==> src/source/fetch_pkg.sv <==
`default_nettype none

package fetch_pkg;

  //////////////////////////////////////////////////////////////////////
  // sizes

  // one parcel is half of a 32-bit word
  localparam int parcel_size = 16;

  // most parcels per push and per pull
  localparam int wr_parcels = 2;
  localparam int rd_parcels = 2;

  // parcels held in the queue
  localparam int queue_depth = 8;

  // fill level counts 0 up to queue_depth inclusive
  localparam int level_bits = $clog2(queue_depth + 1);

  // pull count 0 to rd_parcels
  localparam int pull_bits = $clog2(rd_parcels + 1);

  typedef logic [parcel_size-1:0] parcel_t;
  typedef logic [level_bits-1:0]  level_t;

  // leaves room for one response in flight plus one being pushed
  localparam level_t almost_full_level = level_t'(queue_depth - wr_parcels - 2);

  // low half of addi x0,x0,0
  localparam parcel_t nop_parcel = 16'h0013;

  // program counter out of reset, word aligned
  localparam logic [31:0] boot_pc = 32'h0000_0200;

  //////////////////////////////////////////////////////////////////////
  // types

  // per parcel status, only parcel 0 is looked at by the extractor
  typedef struct packed {
    logic misaligned;
    logic error;
  } parcel_status_t;

  // bus request FSM
  typedef enum logic [1:0] {idle, wait_ack, drop_ack} fetch_state_e;

  // low two bits of the first parcel, 2'b11 means 32-bit
  typedef enum logic {kind_compressed, kind_full} parcel_kind_e;

endpackage

`default_nettype wire

==> src/source/parcel_pull_if.sv <==
`default_nettype none

interface parcel_pull_if;

  // two oldest parcels, head[0] is where the next instruction starts
  fetch_pkg::parcel_t [fetch_pkg::rd_parcels-1:0] head;

  // status of head[0]
  fetch_pkg::parcel_status_t head_status;

  // stored parcels
  fetch_pkg::level_t level;

  // parcels removed at the next edge, combinational from the extractor
  logic [fetch_pkg::pull_bits-1:0] pull;

  modport queue (
    output head,
    output head_status,
    output level,
    input  pull
  );

  modport extractor (
    input  head,
    input  head_status,
    input  level,
    output pull
  );

endinterface

`default_nettype wire

==> src/source/parcel_push_if.sv <==
`default_nettype none

interface parcel_push_if;

  // word from the bus split in two parcels, parcel 0 is the low half
  fetch_pkg::parcel_t [fetch_pkg::wr_parcels-1:0] parcel;

  // one bit per parcel, low index first
  logic [fetch_pkg::wr_parcels-1:0] parcel_valid;

  // shared status of all parcels in this push
  fetch_pkg::parcel_status_t status;

  // registered in the queue, stops new requests
  logic almost_full;

  modport requester (
    output parcel,
    output parcel_valid,
    output status,
    input  almost_full
  );

  modport queue (
    input  parcel,
    input  parcel_valid,
    input  status,
    output almost_full
  );

endinterface

`default_nettype wire

==> src/source/fetch_frontend.sv <==
`default_nettype none

module fetch_frontend (
  input  wire logic        clk_i,
  input  wire logic        rst_ni,

  // new program counter, flushes everything in flight
  input  wire logic        redirect_i,
  input  wire logic [31:0] redirect_pc_i,

  // memory port
  output logic             mem_req_o,
  output logic [31:0]      mem_adr_o,
  input  wire logic        mem_ack_i,
  input  wire logic [31:0] mem_rdata_i,
  input  wire logic        mem_err_i,

  // decode port
  output logic             instr_valid_o,
  output logic [31:0]      instr_o,
  output logic [31:0]      instr_pc_o,
  output logic             instr_compressed_o,
  output logic             instr_error_o,
  output logic             instr_misaligned_o,
  input  wire logic        decode_ready_i
);

  parcel_push_if push_bus ();
  parcel_pull_if pull_bus ();

  fetch_requester u_requester (
    .clk_i         (clk_i),
    .rst_ni        (rst_ni),
    .redirect_i    (redirect_i),
    .redirect_pc_i (redirect_pc_i),
    .mem_req_o     (mem_req_o),
    .mem_adr_o     (mem_adr_o),
    .mem_ack_i     (mem_ack_i),
    .mem_rdata_i   (mem_rdata_i),
    .mem_err_i     (mem_err_i),
    .push          (push_bus.requester)
  );

  // a redirect empties the queue
  parcel_queue u_queue (
    .clk_i   (clk_i),
    .rst_ni  (rst_ni),
    .flush_i (redirect_i),
    .push    (push_bus.queue),
    .pull    (pull_bus.queue)
  );

  instr_extractor u_extractor (
    .clk_i              (clk_i),
    .rst_ni             (rst_ni),
    .redirect_i         (redirect_i),
    .redirect_pc_i      (redirect_pc_i),
    .decode_ready_i     (decode_ready_i),
    .instr_valid_o      (instr_valid_o),
    .instr_o            (instr_o),
    .instr_pc_o         (instr_pc_o),
    .instr_compressed_o (instr_compressed_o),
    .instr_error_o      (instr_error_o),
    .instr_misaligned_o (instr_misaligned_o),
    .pull               (pull_bus.extractor)
  );

endmodule

`default_nettype wire

==> src/source/fetch_requester.sv <==
`default_nettype none

module fetch_requester (
  input  wire logic        clk_i,
  input  wire logic        rst_ni,
  input  wire logic        redirect_i,
  input  wire logic [31:0] redirect_pc_i,
  output logic             mem_req_o,
  output logic [31:0]      mem_adr_o,
  input  wire logic        mem_ack_i,
  input  wire logic [31:0] mem_rdata_i,
  input  wire logic        mem_err_i,
  parcel_push_if.requester push
);

  fetch_pkg::fetch_state_e state;

  // next word to request and the flags for its first response
  logic [31:0] fetch_adr;
  logic        pend_offset;
  logic        pend_misaligned;

  // flags of the request on the bus
  logic        req_offset;
  logic        req_misaligned;

  // what goes out if a request starts this cycle
  logic        issue;
  logic [31:0] issue_adr;
  logic        issue_offset;
  logic        issue_misaligned;

  // registered response
  logic                                           rsp_valid;
  fetch_pkg::parcel_t [fetch_pkg::wr_parcels-1:0] rsp_data;
  fetch_pkg::parcel_status_t                      rsp_status;
  logic                                           rsp_offset;

  //////////////////////////////////////////////////////////////////////
  // request side

  // only from idle, and only with room for the answer
  assign issue = (state == fetch_pkg::idle) && !push.almost_full;

  // a redirect in the same cycle wins over the running address
  assign issue_adr        = redirect_i ? {redirect_pc_i[31:2], 2'b00} : fetch_adr;
  assign issue_offset     = redirect_i ? redirect_pc_i[1] : pend_offset;
  assign issue_misaligned = redirect_i ? redirect_pc_i[0] : pend_misaligned;

  always_ff @(posedge clk_i, negedge rst_ni)
  begin
    if (!rst_ni)
    begin
      fetch_adr       <= {fetch_pkg::boot_pc[31:2], 2'b00};
      pend_offset     <= fetch_pkg::boot_pc[1];
      pend_misaligned <= fetch_pkg::boot_pc[0];
    end
    else if (redirect_i || issue)
    begin
      // flags only belong to the first word after a redirect
      fetch_adr       <= issue ? issue_adr + 32'd4 : issue_adr;
      pend_offset     <= issue ? 1'b0 : issue_offset;
      pend_misaligned <= issue ? 1'b0 : issue_misaligned;
    end
  end

  // held stable while the request is out
  always_ff @(posedge clk_i)
  begin
    if (issue)
    begin
      mem_adr_o      <= issue_adr;
      req_offset     <= issue_offset;
      req_misaligned <= issue_misaligned;
    end
  end

  // drop_ack keeps the request up and throws the answer away
  always_ff @(posedge clk_i, negedge rst_ni)
  begin
    if (!rst_ni)
      state <= fetch_pkg::idle;
    else
    begin
      case (state)
        fetch_pkg::idle:
          if (issue)
            state <= fetch_pkg::wait_ack;
        fetch_pkg::wait_ack:
          if (mem_ack_i)
            state <= fetch_pkg::idle;
          else if (redirect_i)
            state <= fetch_pkg::drop_ack;
        default:
          if (mem_ack_i)
            state <= fetch_pkg::idle;
      endcase
    end
  end

  assign mem_req_o = (state != fetch_pkg::idle);

  //////////////////////////////////////////////////////////////////////
  // response side

  // an ack together with a redirect is stale too
  always_ff @(posedge clk_i, negedge rst_ni)
  begin
    if (!rst_ni)
      rsp_valid <= 1'b0;
    else
      rsp_valid <= mem_ack_i && (state == fetch_pkg::wait_ack) && !redirect_i;
  end

  always_ff @(posedge clk_i)
  begin
    if (mem_ack_i)
    begin
      rsp_data              <= mem_rdata_i;
      rsp_status.error      <= mem_err_i;
      rsp_status.misaligned <= req_misaligned;
      rsp_offset            <= req_offset;
    end
  end

  // offset start skips the low parcel
  assign push.parcel       = rsp_data;
  assign push.parcel_valid = !rsp_valid ? 2'b00 : (rsp_offset ? 2'b10 : 2'b11);
  assign push.status       = rsp_status;

endmodule

`default_nettype wire

==> src/source/instr_extractor.sv <==
`default_nettype none

module instr_extractor (
  input  wire logic        clk_i,
  input  wire logic        rst_ni,
  input  wire logic        redirect_i,
  input  wire logic [31:0] redirect_pc_i,
  input  wire logic        decode_ready_i,
  output logic             instr_valid_o,
  output logic [31:0]      instr_o,
  output logic [31:0]      instr_pc_o,
  output logic             instr_compressed_o,
  output logic             instr_error_o,
  output logic             instr_misaligned_o,
  parcel_pull_if.extractor pull
);

  fetch_pkg::parcel_kind_e kind;
  logic                    transfer;
  logic [31:0]             pc;

  // length from the first parcel only
  assign kind = (pull.head[0][1:0] == 2'b11) ? fetch_pkg::kind_full
                                             : fetch_pkg::kind_compressed;

  // a 32-bit one needs both parcels in the queue
  assign instr_valid_o = (kind == fetch_pkg::kind_full) ? (pull.level >= 2)
                                                       : (pull.level >= 1);

  // upper half zero for 16-bit
  assign instr_o = (kind == fetch_pkg::kind_full)
                 ? {pull.head[1], pull.head[0]}
                 : {{fetch_pkg::parcel_size{1'b0}}, pull.head[0]};

  assign instr_compressed_o = (kind == fetch_pkg::kind_compressed);
  assign instr_error_o      = pull.head_status.error;
  assign instr_misaligned_o = pull.head_status.misaligned;
  assign instr_pc_o         = pc;

  assign transfer = instr_valid_o && decode_ready_i;

  // parcels used by this instruction
  always_comb
  begin
    if (!transfer)
      pull.pull = 2'd0;
    else if (kind == fetch_pkg::kind_full)
      pull.pull = 2'd2;
    else
      pull.pull = 2'd1;
  end

  //////////////////////////////////////////////////////////////////////
  // program counter

  // redirect wins over a transfer in the same cycle
  always_ff @(posedge clk_i, negedge rst_ni)
  begin
    if (!rst_ni)
      pc <= fetch_pkg::boot_pc;
    else if (redirect_i)
      pc <= {redirect_pc_i[31:1], 1'b0};
    else if (transfer)
      pc <= pc + ((kind == fetch_pkg::kind_full) ? 32'd4 : 32'd2);
  end

endmodule

`default_nettype wire

==> src/source/parcel_queue.sv <==
`default_nettype none

module parcel_queue (
  input  wire logic    clk_i,
  input  wire logic    rst_ni,
  input  wire logic    flush_i,
  parcel_push_if.queue push,
  parcel_pull_if.queue pull
);

  localparam int ext_depth = fetch_pkg::queue_depth + fetch_pkg::wr_parcels;

  // parcels and their status, entry 0 is the oldest
  fetch_pkg::parcel_t        [fetch_pkg::queue_depth-1:0] parcel_sr;
  fetch_pkg::parcel_status_t [fetch_pkg::queue_depth-1:0] status_sr;

  // next values, wider so a write at the top stays in range
  fetch_pkg::parcel_t        [ext_depth-1:0] nxt_parcel_sr;
  fetch_pkg::parcel_status_t [ext_depth-1:0] nxt_status_sr;

  fetch_pkg::parcel_t [fetch_pkg::wr_parcels-1:0] align_parcel;

  // write pointer, also the fill level
  fetch_pkg::level_t wadr;
  fetch_pkg::level_t nxt_wadr;

  //////////////////////////////////////////////////////////////////////
  // helpers

  // invalid parcels in front of the first valid one
  function automatic int align_cnt(input logic [fetch_pkg::wr_parcels-1:0] valid);
    bit found;

    found     = 1'b0;
    align_cnt = 0;
    for (int n = 0; n < fetch_pkg::wr_parcels; n++)
    begin
      if (!found)
      begin
        if (valid[n])
          found = 1'b1;
        else
          align_cnt++;
      end
    end
  endfunction

  function automatic fetch_pkg::level_t count_ones(
    input logic [fetch_pkg::wr_parcels-1:0] valid
  );
    count_ones = '0;
    for (int n = 0; n < fetch_pkg::wr_parcels; n++)
    begin
      if (valid[n])
        count_ones++;
    end
  endfunction

  //////////////////////////////////////////////////////////////////////
  // write pointer

  // first valid parcel lands at wadr
  assign align_parcel = push.parcel >> (align_cnt(push.parcel_valid) * fetch_pkg::parcel_size);

  assign nxt_wadr = wadr + count_ones(push.parcel_valid) - fetch_pkg::level_t'(pull.pull);

  always_ff @(posedge clk_i, negedge rst_ni)
  begin
    if (!rst_ni)
      wadr <= '0;
    else if (flush_i)
      wadr <= '0;
    else
      wadr <= nxt_wadr;
  end

  //////////////////////////////////////////////////////////////////////
  // shift registers

  // write at the pointer, then shift the pulled parcels out
  always_comb
  begin
    nxt_parcel_sr = {{fetch_pkg::wr_parcels{fetch_pkg::nop_parcel}}, parcel_sr};
    nxt_status_sr = {{fetch_pkg::wr_parcels{2'b00}}, status_sr};

    // status goes to every written slot, start of instruction unknown here
    if (|push.parcel_valid)
    begin
      for (int n = 0; n < fetch_pkg::wr_parcels; n++)
      begin
        nxt_parcel_sr[wadr + n] = align_parcel[n];
        nxt_status_sr[wadr + n] = push.status;
      end
    end

    nxt_parcel_sr = nxt_parcel_sr >> (pull.pull * fetch_pkg::parcel_size);
    nxt_status_sr = nxt_status_sr >> (pull.pull * $bits(fetch_pkg::parcel_status_t));
  end

  always_ff @(posedge clk_i)
  begin
    if (flush_i)
    begin
      parcel_sr <= {fetch_pkg::queue_depth{fetch_pkg::nop_parcel}};
      status_sr <= '0;
    end
    else
    begin
      parcel_sr <= nxt_parcel_sr[fetch_pkg::queue_depth-1:0];
      status_sr <= nxt_status_sr[fetch_pkg::queue_depth-1:0];
    end
  end

  //////////////////////////////////////////////////////////////////////
  // outputs

  assign pull.head        = parcel_sr[fetch_pkg::rd_parcels-1:0];
  assign pull.head_status = status_sr[0];
  assign pull.level       = wadr;

  // from the next pointer so the requester sees it one edge earlier
  always_ff @(posedge clk_i, negedge rst_ni)
  begin
    if (!rst_ni)
      push.almost_full <= 1'b0;
    else if (flush_i)
      push.almost_full <= 1'b0;
    else
      push.almost_full <= (nxt_wadr >= fetch_pkg::almost_full_level);
  end

endmodule

`default_nettype wire

==> config.mk <==
export PLATFORM = sky130hd
export DESIGN_NAME = fetch_frontend
export DESIGN_NICKNAME = d
export VERILOG_FILES = /design/src/source/fetch_pkg.sv /design/src/source/parcel_pull_if.sv /design/src/source/parcel_push_if.sv /design/src/source/fetch_frontend.sv /design/src/source/fetch_requester.sv /design/src/source/instr_extractor.sv /design/src/source/parcel_queue.sv
export SDC_FILE = /design/constraint.sdc
export NUM_CORES = 1
export LEC_CHECK = 0
export BUFFER_PORTS_ARGS = -buffer_cell sky130_fd_sc_hd__buf_4
export CAP_MARGIN = 20
export CORE_MARGIN = 2
export CORE_UTILIZATION = 35
export DETAILED_ROUTE_END_ITERATION = 10
export RECOVER_POWER = 100
export SLEW_MARGIN = 20
export SYNTH_ARGS = -nofsm -noshare
export SYNTH_HDL_FRONTEND = slang
export SYNTH_SLANG_ARGS = --single-unit
==> constraint.sdc <==
create_clock -name clk_i -period 6.35 [get_ports clk_i]
set_input_delay 1.27 -clock clk_i [delete_from_list [all_inputs] [get_ports clk_i]]
set_output_delay 1.27 -clock clk_i [all_outputs]
set_load 0.02 [all_outputs]
After elaboration in Yosys (flattened, before gate mapping)
Cells that the tools add are included.

cells by class
  bitwise gates (word level) = 1
  reductions and logical operators = 15
  equality and inequality tests = 4
  shift-type cells = 3
  magnitude comparators = 7
  mux-type cells = 43
  $add $sub $neg = 7

operator list
  kind                   count
  $bwmux 160             2
  $mux 160               1
  $mux 32                5
  $shr 160x6->128        1
  $demux 16 s4           2
  $mux 28                2
  $bwmux 20              2
  $add 32x3->32 const B  1
  $add 32x32->32         1
  $ge 32x1->1 const B    1
  $lt 32x5->1 const B    1
  $mux 16                2
  $shr 32x32->32         1
  $mux 20                1
  $shr 20x3->16          1
  $mux 2                 9
  $demux 2 s4            2
  $mux 1                 11
  $ge 4x1->1 const B     2
  $mux 4                 2
  $logic_and 1x1->1      6
  $add 4x1->5 const B    1
  $lt 4x5->1 const B     1
  $add 1x1->2 const B    2
  18 further kinds       20

storage, ports and cells
  input bits = 70
  word-level logic and storage cells = 120
  output and inout bits = 101
  flip-flop bits (word level) = 287

Longest topological paths before layout
  depth after elaboration = 11
  mapped depth = 15

By module
Synthesis repeated with hierarchy kept, for this count alone.

unflattened totals
  cells, all modules = 1913
  area, all modules = 17357.9 sq um

by module, submodules not included
  module           cells each  instances  area an instance (sq um)
  parcel_queue     1334        1          10500.1
  fetch_requester  331         1          4620.7
  instr_extractor  248         1          2237.1

Worst setup path after synthesis
OpenSTA, ideal clock, no wires.

  path type = input to register
  start = in redirect_i
  end = reg u_requester.fetch_adr[16]
  path slack = 2.940 ns
  stages on the path = 12
  data arrival time = 3.331 ns
  required time = 6.271 ns
  cell sequence = buf_4 -> buf_2 -> buf_2 -> buf_2 -> nand2_1 -> o21ai_0 -> ha_1 -> and3_1 -> nand3_1 -> clkbuf_1 -> nor3b_1 -> mux2i_1

on the way
  longest elaborated chain between the ends = 3
  elaborated cells between the ends (all ways) = 4
  classes of those cells = add/sub (1); mux (2); reduce/logical (1)

ends and longest elaborated chain
  item                                RTL line               RTL
  start, declared                     fetch_frontend.sv:8    input wire logic redirect_i,
  $mux 32                             fetch_requester.sv:46  assign issue_adr = redirect_i ? {redirect_pc_i[31:2], 2'b00} : fetch_adr;
  named net u_requester.issue_adr[3]  fetch_requester.sv:29  logic [31:0] issue_adr;
  $add 32x3->32                       fetch_requester.sv:61  fetch_adr <= issue ? issue_adr + 32'd4 : issue_adr;
  $mux 32                             fetch_requester.sv:61
  end signal, assigned                fetch_requester.sv:54  fetch_adr <= {fetch_pkg::boot_pc[31:2], 2'b00};
  end signal, assigned                fetch_requester.sv:61
  end, declared                       fetch_requester.sv:19  logic [31:0] fetch_adr;

The timed path passes the listed nets, and every way through them passes these cells.
A chain may end at the register's enable or synchronous reset.

==> run summary <==
Synthesis handed over a netlist of 1906 instances. The share of final-layout standard cells stronger than drive strength 1 is 10.47%. In this run the most critical hold path is launched from u_requester.req_offset.

A synthesized cell averages 8.763 um^2. The area of the mapped netlist is 16700 um^2. Synthesis inferred 286 register bits. The number of top-level design ports is 171. The starting density of the core came out at 35.20%. Static timing analysis puts the maximum clock frequency at 0.1865 GHz. The total of cells resized after clock tree synthesis came out at 0. In this run the worst path has a maximum fanout of 80.

In this run the critical register-to-register path is launched from u_queue.pull.level[3]. The hold-critical path depth is 0. The total power draw came out at 7.408 mW. The source-to-sink clock delay at the later pin of the worst-skew pair is 0.55 ns.

The clock-pin slew on the worst setup and hold paths is 0.06 ns. The number of buffers and inverters on the critical path came out at 4. The most numerous cell type found on the critical path is sky130_fd_sc_hd__buf_4.

Sequential elements use 40.62% of the synthesized area. The count of nets left with antenna violations once routing finished came out at 0. The filler cell count is 4867. The pre-antenna-repair detailed-routing pass consisted of 8 iterations.

The path with the worst hold slack has its endpoint at u_requester.rsp_offset. The number of enable-type register cells in the synthesized netlist came out at 69. The cell area after placement is 18230 um^2. The DRC violations left is 0. STA classifies the critical path startpoint as an input pin. The standard-cell row count came out at 80.

The number of global-route vias before repair is 15783. The worst setup path is captured at a register. The buffer levels on the longest clock path came out at 3.

The worst-case IR drop observed on VDD is 0.2277 mV. Setup repair after global routing left no endpoint under its margin. The count of buffers added on input and output ports is 169.

The violation count after the first detailed-routing iteration is 1840. The count of warnings emitted by yosys came out at 0. The data required time at the worst endpoint is 6.68 ns. Setup violations remaining at the end of the flow were counted as 0. The die outline height is 222.5 um. The number of buffers inserted during clock tree synthesis is 36. The number of diodes came out at 0.

The number of setup buffers added after CTS is 0. In this design, the stage delay of the slowest critical-path cell is 1.74 ns. The critical path in this run is classified as input pin to register. The reg-to-reg critical path endpoint is u_queue.pull.head[9]. The net count after synthesis is 1991.

The horizontal extent of the die came out at 222.5 um. TritonCTS built the clock tree. Dividing total power by cell area gives a power density of 390.6 nW/um^2. The largest individual stage delay along the critical path comes from the cell sky130_fd_sc_hd__clkbuf_1. After routing, the total negative slack on setup checks comes to 0 ns. In the final layout, the multi-input gates occupy 8871 um^2. The finished layout holds 2601 standard cells, fillers aside. The signal arrival time at the worst endpoint came out at 5.70 ns. The slew at the pin closest to its max-slew limit came out at 2.980 ns. Counting every sink on the clock net gives 286. The cell type group with the largest total delay on the critical path is buffers and inverters.

For the finished layout, the period the worst path requires is 5.363 ns. The share of the clock period used by the worst path came out at 84.45%. The share of the core filled with cells in the final layout came out at 39.97%. The post-route cell area came out at 18970 um^2. The global routing usage summed across all routing layers is 24.87%.

The slack of the worst reg-to-reg path came out at 1.15 ns. For this block, the via count after detailed routing is 16430. The number of cells traversed by the worst register-to-register path is 8. The number of antenna violations at the first check in global routing came out at 1. The total half-perimeter wirelength after legalization and detailed placement is 40880 um.

The average detailed-routed wire length per instance is 24.40 um. The overall overflow remaining after global route came out at 0. Between clock sinks in the finished design, the worst skew comes to 0.01991 ns. The kind of path behind the tightest hold check is register to register. The final hold violation count is 0. The cell leakage power came out at 6.692 nW. Dividing the detail-routed via count by the number of cells gives 6.317.

The area taken by flip-flops and latches came out at 6785 um^2. Max-cap violations in this run came to 10. The signed area change from the synthesized netlist to the final layout is 13.55%. The count of unique library cells instantiated by Yosys came out at 88.

The total area inside the core boundary comes to 47450 um^2. The final weighted congestion in routability-driven placement came out at 0.9100. The share of flip-flops with an asynchronous set or reset is 25.52%. The largest net degree at the start of global routing came out at 81. The final net count is 2043.

For this design, the CTS-stage hold fixing added 0 buffers. The global-route wire length before repair came out at 95600 um. The count of pins over their slew limit came out at 400. The clock tree synthesis step divided the H-tree into 2 levels. The total wire length is 63450 um. The die covers 49480 um^2. The tightest slew margin relative to the limit came out at -98.68%. The placed instance count came out at 2531. The final reports fail on capacitance limit, slew limit. The flow ran to the end, but the final reports show violations.

In this run the clock root is driven by a sky130_fd_sc_hd__clkbuf_16. The most used flip-flop cell after synthesis is sky130_fd_sc_hd__dfxtp_1. The critical path goes through buf_4, buf_4, inv_1, o21ai_0, clkbuf_1, o221ai_1.
-- area by class of cell --
type                            instances  share of cell area (%)
Timing Repair Buffer                  211                   6.294
Multi-Input combinational cell       1365                   46.77
Inverter                               58                   1.148
Sequential cell                       286                   35.78
Clock inverter                          8                  0.3826
Clock buffer                           58                   5.568
Tap cell                              615                   4.057
-- synthesized netlist by cell type, drive strengths merged, types with 14 or more instances --
cell type    n  share of area [%]
clkbuf     108                2.4
nand3       92                2.8
mux2        30                2.0
mux2i       44                2.6
or3         29                1.1
and3b       22                1.2
dfrtp       71                 11
o22ai       34                1.3
and3        22               0.82
o211ai     113                5.1
xor2        14               0.73
a32oi       19                1.0
a221oi      18               0.94
a21oi       89                2.8
nand2      226                5.1
nor3        33                1.0
nor2b       14               0.52
nor2        76                1.8
o21ai      122                3.7
a211oi      17               0.79
buf         89                2.9
inv         57                1.3
a222oi      17                1.0
o221ai      65                3.4
a31oi       37                1.4
edfxtp      69                 12
dfxtp      144                 17
nand2b      35                1.3
-- registers in the layout, summed over array words and instances, names as in the netlist --
| name | flops |
|---|---|
| u_queue.pull.head_status | 2 |
| u_queue.pull.head | 32 |
| u_requester.rsp_offset | 1 |
| u_extractor.instr_pc_o | 31 |
| u_requester.req_misaligned | 1 |
| u_queue.push.almost_full | 1 |
| u_requester.req_offset | 1 |
| u_requester.push.parcel | 32 |
| u_requester.pend_misaligned | 1 |
| u_requester.pend_offset | 1 |
| u_queue.pull.level | 4 |
| u_requester.rsp_valid | 1 |
| u_requester.mem_adr_o | 32 |
| u_requester.push.status | 2 |
| u_queue.parcel_sr | 96 |
| u_requester.state | 2 |
| u_queue.status_sr | 14 |
| u_requester.fetch_adr | 32 |
-- layout by cell type, fill, tap and decap left out, types with 10 or more instances in the layout --
cell type                   instances
sky130_fd_sc_hd__mux2_1            10
sky130_fd_sc_hd__nor3_1            31
sky130_fd_sc_hd__a32oi_1           19
sky130_fd_sc_hd__a21oi_1           85
sky130_fd_sc_hd__nand2b_1          35
sky130_fd_sc_hd__buf_4             65
sky130_fd_sc_hd__edfxtp_1          69
sky130_fd_sc_hd__clkbuf_1         127
sky130_fd_sc_hd__nand4_1           13
sky130_fd_sc_hd__dfxtp_1          144
sky130_fd_sc_hd__a22oi_1           12
sky130_fd_sc_hd__clkbuf_4          33
sky130_fd_sc_hd__o22ai_1           34
sky130_fd_sc_hd__inv_1             56
sky130_fd_sc_hd__nor2b_1           14
sky130_fd_sc_hd__a222oi_1          17
sky130_fd_sc_hd__xor2_1            14
sky130_fd_sc_hd__mux2_2            20
sky130_fd_sc_hd__a221oi_1          18
sky130_fd_sc_hd__o211ai_1         113
sky130_fd_sc_hd__mux2i_1           44
sky130_fd_sc_hd__or3_1             29
sky130_fd_sc_hd__nor2_1            75
sky130_fd_sc_hd__dfrtp_1           70
sky130_fd_sc_hd__and3b_1           22
sky130_fd_sc_hd__o221ai_1          65
sky130_fd_sc_hd__nand2_1          226
sky130_fd_sc_hd__a21o_1            11
sky130_fd_sc_hd__nand3_1           92
sky130_fd_sc_hd__a211oi_1          16
sky130_fd_sc_hd__ha_1              12
sky130_fd_sc_hd__a31oi_1           37
sky130_fd_sc_hd__o21ai_0          121
sky130_fd_sc_hd__clkbuf_16         38
sky130_fd_sc_hd__a2111oi_0         13
sky130_fd_sc_hd__and3_1            22
-- worst max path at each step --
stage          cells after the start             startpoint                        end  slack (ns)
2_1_floorplan                     12             redirect_i  u_requester.fetch_adr[16]        2.94
3_3_place_gp                       7             redirect_i  u_requester.fetch_adr[21]        2.15
3_5_place_dp                       7             redirect_i  u_requester.fetch_adr[25]        2.07
4_1_cts                            5  u_queue.pull.level[3]              instr_valid_o        1.77
5_1_grt                            8  u_queue.pull.level[3]      u_queue.parcel_sr[51]        0.82
6_report                           6             redirect_i      u_queue.parcel_sr[94]        0.99
-- power breakdown --
| group | switching (mW) | internal [mW] |
|---|---|---|
| logic | 1.97 | 0.834 |
| clock network | 0.825 | 1.18 |
| registers | 0.283 | 2.31 |
-- worst register-to-register path: cells and delay by family, from the launching register on --
| family | cells | cell delay [ns] |
|---|---|---|
| buffers and inverters | 3 | 2.48 |
| flip-flops | 1 | 0.94 |
| AO/OA/AOI/OAI | 2 | 0.90 |
| AND/OR/NAND/NOR | 2 | 0.43 |
| adder cells (fa/ha/maj) | 1 | 0.36 |
-- layer usage --
| metal | global-route usage [%] | vias to the layer above | wire, um |
|---|---|---|---|
| met2 | 40.04 | 975 | 28840 |
| met4 | 12.84 | 0 | 3226 |
| met3 | 5.462 | 195 | 6257 |
| li1 | - | 7349 | - |
| met1 | 31.34 | 7911 | 25130 |
| met5 | 0 | - | 0 |
-- cell families after synthesis --
kind of cell    count (synthesis)  share of synthesized area (%)
other cells                     1                        0.02245
xor+xnor                       23                          1.206
fa+ha+maj                      15                          1.259
flops                         286                          40.62
buf+inv                       255                          6.682
mux                            74                          4.659
compound gates                627                          26.32
simple gates                  625                          19.24
-- through the flow --
| stage | hold slack, ns | setup WS (ns) |
|---|---|---|
| after floorplan | 0.4003 | 2.940 |
| after global routing | 0.4360 | 0.8222 |
| final | 0.4152 | 0.9871 |
| after detailed placement | 0.4089 | 2.075 |
| after global placement | 0.4068 | 2.148 |
| after CTS | 0.4185 | 1.774 |
No activity file was read; power rests on OpenSTA's default activity.
